File: src/logic/neuralPkg.sv
`default_nettype none

package neuralPkg;

	localparam int actWidth = 8;
	localparam int weightWidth = 8;
	localparam int biasWidth = 16;
	localparam int accumWidth = 23;  // Room for 15 full products plus bias
	localparam int classWidth = 2;

	localparam int featureCount = 15;
	localparam int hiddenCount = 6;
	localparam int classCount = 3;

	localparam int neuronLatency = 3;  // Input, sum and activation registers
	localparam int activationShift = 6;  // Sum carries 6 fraction bits
	localparam int actMax = 127;

	typedef logic signed [actWidth-1:0] actValue;
	typedef logic signed [weightWidth-1:0] weightValue;
	typedef logic signed [biasWidth-1:0] biasValue;
	typedef logic signed [accumWidth-1:0] accumValue;
	typedef logic [classWidth-1:0] classIndex;

	typedef actValue [featureCount-1:0] featureVector;
	typedef actValue [hiddenCount-1:0] hiddenVector;
	typedef actValue [classCount-1:0] scoreVector;

	typedef struct packed {
		classIndex classId;
		actValue score;
	} classifyResult;

	typedef weightValue [hiddenCount-1:0][featureCount-1:0] hiddenWeightTable;
	typedef biasValue [hiddenCount-1:0] hiddenBiasTable;
	typedef weightValue [classCount-1:0][hiddenCount-1:0] outputWeightTable;
	typedef biasValue [classCount-1:0] outputBiasTable;

	// Rows run from the highest neuron down, and within a row the
	// leftmost weight belongs to the highest input index
	localparam hiddenWeightTable hiddenWeights = '{
		'{-8'sd15, 8'sd22, 8'sd20, -8'sd30, 8'sd13, -8'sd6, 8'sd25, 8'sd4,
			8'sd11, -8'sd21, -8'sd9, 8'sd15, 8'sd27, -8'sd3, -8'sd12},  // Neuron 5
		'{8'sd14, -8'sd8, 8'sd6, 8'sd12, -8'sd28, 8'sd31, 8'sd18, 8'sd7,
			-8'sd23, 8'sd2, 8'sd24, -8'sd16, -8'sd10, 8'sd29, 8'sd5},  // Neuron 4
		'{-8'sd2, 8'sd17, -8'sd29, 8'sd23, 8'sd8, -8'sd13, -8'sd4, 8'sd26,
			8'sd19, -8'sd11, 8'sd1, 8'sd30, -8'sd18, 8'sd10, -8'sd25},  // Neuron 3
		'{8'sd4, -8'sd19, 8'sd24, -8'sd1, 8'sd16, 8'sd7, -8'sd30, 8'sd13,
			-8'sd6, 8'sd28, -8'sd22, 8'sd9, 8'sd3, -8'sd14, 8'sd21},  // Neuron 2
		'{-8'sd17, 8'sd5, 8'sd11, -8'sd26, -8'sd9, 8'sd14, 8'sd2, -8'sd20,
			8'sd31, 8'sd6, -8'sd12, -8'sd3, 8'sd25, 8'sd18, -8'sd7},  // Neuron 1
		'{8'sd20, 8'sd8, -8'sd31, 8'sd10, 8'sd22, -8'sd27, 8'sd15, -8'sd8,
			8'sd9, -8'sd15, 8'sd27, -8'sd31, -8'sd5, 8'sd4, 8'sd12}  // Neuron 0
	};

	localparam hiddenBiasTable hiddenBiases = '{
		-16'sd320, -16'sd64, 16'sd0, -16'sd128, -16'sd256, -16'sd512
	};

	localparam outputWeightTable outputWeights = '{
		'{-8'sd24, 8'sd17, 8'sd9, -8'sd20, 8'sd12, 8'sd15},  // Class 2
		'{8'sd13, -8'sd19, 8'sd27, 8'sd6, 8'sd22, -8'sd11},  // Class 1
		'{8'sd7, 8'sd30, -8'sd14, 8'sd25, -8'sd9, 8'sd18}  // Class 0
	};

	// Non-positive so a zero vector ties every class at 0
	localparam outputBiasTable outputBiases = '{
		-16'sd100, -16'sd48, 16'sd0
	};

endpackage

`default_nettype wire
File: src/logic/argmaxSelect.sv
`timescale 1ns/1ps
`default_nettype none

module argmaxSelect (
	input logic clk,
	input logic reset,
	input logic inStrobe,
	input neuralPkg::scoreVector inScores,
	output logic outStrobe,
	output neuralPkg::classifyResult result,
	output neuralPkg::scoreVector scores
);

	import neuralPkg::*;

	classifyResult best;

	always_comb
	begin
		best.classId = '0;
		best.score = inScores[0];
		for (int i = 1; i < classCount; i++)
		begin
			if ($signed(inScores[i]) > $signed(best.score))  // Strict, lowest index wins ties
			begin
				best.classId = classIndex'(i);
				best.score = inScores[i];
			end
		end
	end

	always_ff @(posedge clk)
	begin
		if (reset)
		begin
			outStrobe <= 1'b0;
			result <= '0;
			scores <= '0;
		end
		else
		begin
			outStrobe <= inStrobe;
			if (inStrobe)
			begin
				result <= best;  // Held until the next strobe
				scores <= inScores;
			end
		end
	end

	assert property (@(posedge clk) disable iff (reset)
		outStrobe |-> (result.classId < classCount));

endmodule

`default_nettype wire

File: config.mk
export PLATFORM = sky130hd
export DESIGN_NAME = argmaxSelect
export DESIGN_NICKNAME = d
export VERILOG_FILES = /design/src/logic/neuralPkg.sv /design/src/logic/argmaxSelect.sv
export SDC_FILE = /design/constraint.sdc
export NUM_CORES = 1
export LEC_CHECK = 0
export ABC_AREA = 1
export BUFFER_PORTS_ARGS = -buffer_cell sky130_fd_sc_hd__buf_2
export CAP_MARGIN = 20
export CORE_MARGIN = 2
export CORE_UTILIZATION = 32
export CTS_CLUSTER_DIAMETER = 40
export DETAILED_ROUTE_END_ITERATION = 12
export GPL_ROUTABILITY_DRIVEN = 0
export MAX_ROUTING_LAYER = met4
export PLACE_DENSITY = 0.58
export SLEW_MARGIN = 20
export SYNTH_ARGS = -nofsm -noshare
export SYNTH_HDL_FRONTEND = slang
export SYNTH_SLANG_ARGS = --single-unit
export TNS_END_PERCENT = 20
File: constraint.sdc
create_clock -name clk -period 2.9 [get_ports clk]
set_input_delay 0.29 -clock clk [delete_from_list [all_inputs] [get_ports clk]]
set_output_delay 0.29 -clock clk [all_outputs]
set_load 0.03 [all_outputs]
# ---- Word-level counts from Yosys, hierarchy flattened
# Index checks and enable logic that the tools add are counted.
dict set report totals {
  ff_bits 35
  input_bits 27
  out_inout_bits 35
  elab_cells 10
}
dict set report classes {
  muxes 2
  magnitude_cmp 2
}
# cell n
set op_table {}
lappend op_table {{$gt A8 B8 Y1} 2}
lappend op_table {{$mux W10} 1}
lappend op_table {{$mux W9} 1}

# ---- Longest topological paths before layout
dict set report depth {
  ltp_word 4
  mapped_depth 25
  mapped_depth_nobuf 25
}

# ---- Least setup slack after synthesis
# No wires, ideal clock.
dict set report synth_timing {
  path_kind {input to register}
  from {input inScores[7] (netlist bit)}
  to {register result[8] (netlist bit)}
  arrival_time_ns 2.677
  required_ns 2.771
  setup_ns 0.129
  stages 19
  path_buffers 1
  slack_ns 0.095
  cell_sequence {inv_1 > ha_1 > a21o_2 > nor2_4 > nand3_2 > nand3_4 > nand2_1 > and2_2 > ha_1 > nand2_1 > nor2_1 > o21ai_0 > o211ai_1 > nand2_1 > nand2_1 > nand2_1 > buf_2 > a22oi_1 > nor2_1}
}
dict set report synth_via {
  elab_chain_len 4
}
# item line_no
set synth_lines {}
lappend synth_lines {{start: declaration} argmaxSelect.sv:8} ;# input neuralPkg::scoreVector inScores,
lappend synth_lines {{$gt A8 B8 Y1} argmaxSelect.sv:24} ;# if ($signed(inScores[i]) > $signed(best.score))
lappend synth_lines {{$mux W9 *} argmaxSelect.sv:24}
lappend synth_lines {{$gt A8 B8 Y1} argmaxSelect.sv:24}
lappend synth_lines {{$mux W10 *} argmaxSelect.sv:24}
lappend synth_lines {{end signal: assignment} argmaxSelect.sv:45} ;# result <= best;
lappend synth_lines {{end: declaration} argmaxSelect.sv:10} ;# output neuralPkg::classifyResult result,
# Every way passes the cells marked *; elsewhere a longest branch is shown, timed or not.
# A chain may end at the register's enable or synchronous reset.

# ---- Worst setup path in the final report
dict set report layout_timing {
  from {input inScores[7] (netlist bit)}
  to {register result[1] (netlist bit)}
}
# Same word-level chain as after synthesis.

==> results.cfg <==
[sta]
tightest_slew_ns = 0.4211
finalHoldViolations = 0
setup_viol = 0
fin_crit_ns = 2.718
fin_skew_ns = 0
slew_violations = 0
relSlewSlack_pct = 71.90
setup_tns_ns = 0
max_freq_ghz = 0.3679
post-route-period-util_pct = 93.72

[placed_design]
hpwlAfterDp_mm = 3.813
port_buffers = 61

[die]
die_height_um = 79.35
core_area_um2 = 5507
die_area_um2 = 6296
std_cell_rows = 27
die_x_um = 79.35
io_pins = 62
initial_utilization_pct = 32.99

[synthesis]
netlist_instances = 247
synthesis.nets = 290
yosys_warnings = 0
synth.distinct_cells = 24
syn_area_um2 = 1817
avgSynthCellArea_um2 = 7.355
synth_seq_area_share_pct = 38.57
ys_ff_latch = 35

[grt]
grt_remaining_overflow = 0
grt_max_degree = 28
antenna_found_initial = 0
track_usage_pct = 16.47
grt_pass1_vias = 1803
grt_pass1_wl_mm = 7.907

[clocking]
root_buffer = clkbuf_8
ctsHtreeMaxLevel = 2
insertion_delay_ns = 0.28
numClockSinks = 35
cts_buffers = 5
clk_pin_slew_ns = 0.07
clock_tree.buffer_depth = 2
cts_tree = done

[drt]
drcViolationCount = 0
wl_mm = 5.003
wl_per_cell_um = 12.08
firstDrtPassIters = 4
ant_nets = 0
vias = 1914
drt_first_iter_violations = 61
vias_per_cell = 4.623

[finish]
fin_util_pct = 48.53
n_antenna_cell = 0
area_delta_synth_final_pct = 47.11
drive_above_1_share_pct = 39.18
final_nets = 384

[status]
status = completed

[setup_path]
critical_path_arrival_ns = 2.93
reg2reg_depth = 2
worstPathRequired_ns = 3.12
rrSetupSlack_ns = 2.24
r2r_start = result[8]$_SDFFE_PP0P_
crit_fanout = 10
crit_type = input port to flop
end_kind = flop
startpoint_type = input port
r2r_end = result[8]$_SDFFE_PP0P_

[run]
cap_violations = 0

[worst_hold_path]
min_to = scores[18]$_SDFFE_PP0P_
whs_path_depth = 3
min_from = inScores[18]
hp-class = input port to flop

[power]
p_leak_nw = 1.370
power_density_nw_per_um2 = 558.2
ir_drop_uv = 310.6
[worst max path at each step]
| stage | startpoint | to | slack (ns) | depth (start not counted) |
|---|---|---|---|---|
| finish | inScores[7] | result[1]$_SDFFE_PP0P_ | 0.18 | 21 |
| global route | inScores[3] | result[5]$_SDFFE_PP0P_ | -0.007 | 25 |
| CTS | inScores[7] | result[7]$_SDFFE_PP0P_ | 0.09 | 21 |
| detailed placement | inScores[7] | result[7]$_SDFFE_PP0P_ | -0.21 | 21 |
| global placement | inScores[7] | result[0]$_SDFFE_PP0P_ | -0.13 | 21 |
| floorplan | inScores[7] | result[8]$_SDFFE_PP0P_ | 0.09 | 19 |
[layer usage]
layer  vias to the layer above  global-route usage (%)  wire (um)
li1                       1010                       -          -
met1                       851                   21.42       2389
met2                        48                   25.68       2310
met3                         5                   3.864        256
met4                         0                   4.655         47
met5                         -                       -          0
[cell usage after synthesis (all sizes together)]
cell type / count / area share (%)
a21o: 1 / 0.48
a21oi: 29 / 8.2
a22oi: 2 / 0.83
and2: 7 / 2.9
buf: 1 / 0.28
clkbuf: 9 / 1.9
clkinv: 1 / 0.21
dfxtp: 35 / 39
ha: 16 / 11
inv: 16 / 3.3
nand2: 65 / 14
nand3: 11 / 4.0
nand4: 9 / 3.4
nor2: 25 / 5.7
nor3: 1 / 0.28
o211ai: 1 / 0.41
o21ai: 18 / 5.0
[through the flow]
| step | hold slack [ns] | power [mW] | setup slack (ns) | cells | instance area, um2 |
|---|---|---|---|---|---|
| floorplan | 0.4249 | 0.8479 | 0.09454 | 247 | 1817 |
| global placement | 0.4471 | 1.007 | -0.1267 | 403 | 2421 |
| global route | 0.3006 | 1.591 | -0.006844 | 414 | 2673 |
| finish | 0.3023 | 1.492 | 0.1822 | 414 | 2673 |
| CTS | 0.2677 | 1.468 | 0.08728 | 411 | 2539 |
| detailed placement | 0.4537 | 1.012 | -0.2062 | 403 | 2421 |
[state kept, by name, indices dropped and copies added (netlist names)]
signal	cells
scores	24
result	10
outStrobe	1
[where the power goes]
group | total [mW] | internal [mW] | switching (mW)
Clock | 0.450 | 0.278 | 0.172
Sequential | 0.541 | 0.523 | 0.0186
Combinational | 0.500 | 0.200 | 0.300
Total | 1.49 | 1.00 | 0.491
[area by class of cell]
type | instances | area [um2]
Fill cell | 572 | 2834
Multi-Input combinational cell | 186 | 1129
Sequential cell | 35 | 700.7
Timing Repair Buffer | 96 | 571.8
Tap cell | 72 | 90.09
Clock buffer | 6 | 82.58
Inverter | 17 | 63.81
Clock inverter | 2 | 35.03
[critical path: stages]
cell      delay, ns
buf_2          0.11
inv_1          0.11
ha_4           0.22
a21o_2         0.22
nor2_4         0.17
nand2_4        0.09
nand2_4        0.10
nand4_1        0.11
and2_2         0.23
ha_4           0.26
nand2_1        0.07
nor2_2         0.13
o21ai_1        0.07
o211ai_1       0.09
nand2_1        0.09
nand2_2        0.06
nand2_2        0.06
buf_6          0.15
nand3_1        0.11
nand2_1        0.06
a21oi_1        0.11
[cells in the final DEF, fill, tap and decap left out, types with 2 or more instances in the layout]
cell,instances
clkbuf_8,6
nand3_1,9
a21oi_2,2
buf_2,61
nand2_2,5
ha_1,11
a21oi_1,27
nand4_1,8
a22oi_1,2
o21ai_0,17
inv_1,16
dfxtp_1,35
nand3_4,2
ha_4,5
buf_4,34
nor2_1,21
nand2_4,3
and2_2,7
nor2_2,3
nand2_1,58
[cell families (layout without fill, tap and decap cells)]
| kind of cell | after synthesis | after routing | synth area share (%) |
|---|---|---|---|
| AND/OR/NAND/NOR | 118 | 119 | 29.89 |
| AO/OA/AOI/OAI | 51 | 51 | 14.88 |
| flip-flops | 35 | 35 | 38.57 |
| buffers and inverters | 27 | 121 | 5.647 |
| adder cells (fa/ha/maj) | 16 | 16 | 11.02 |
[repair_timing]
item,CTS,global route
buffers inserted,0,2
endpoints found under the setup margin,0,10
gates resized for setup,0,20
hold buffers,0,0
Note: power is estimated with default switching activity, not from simulation.
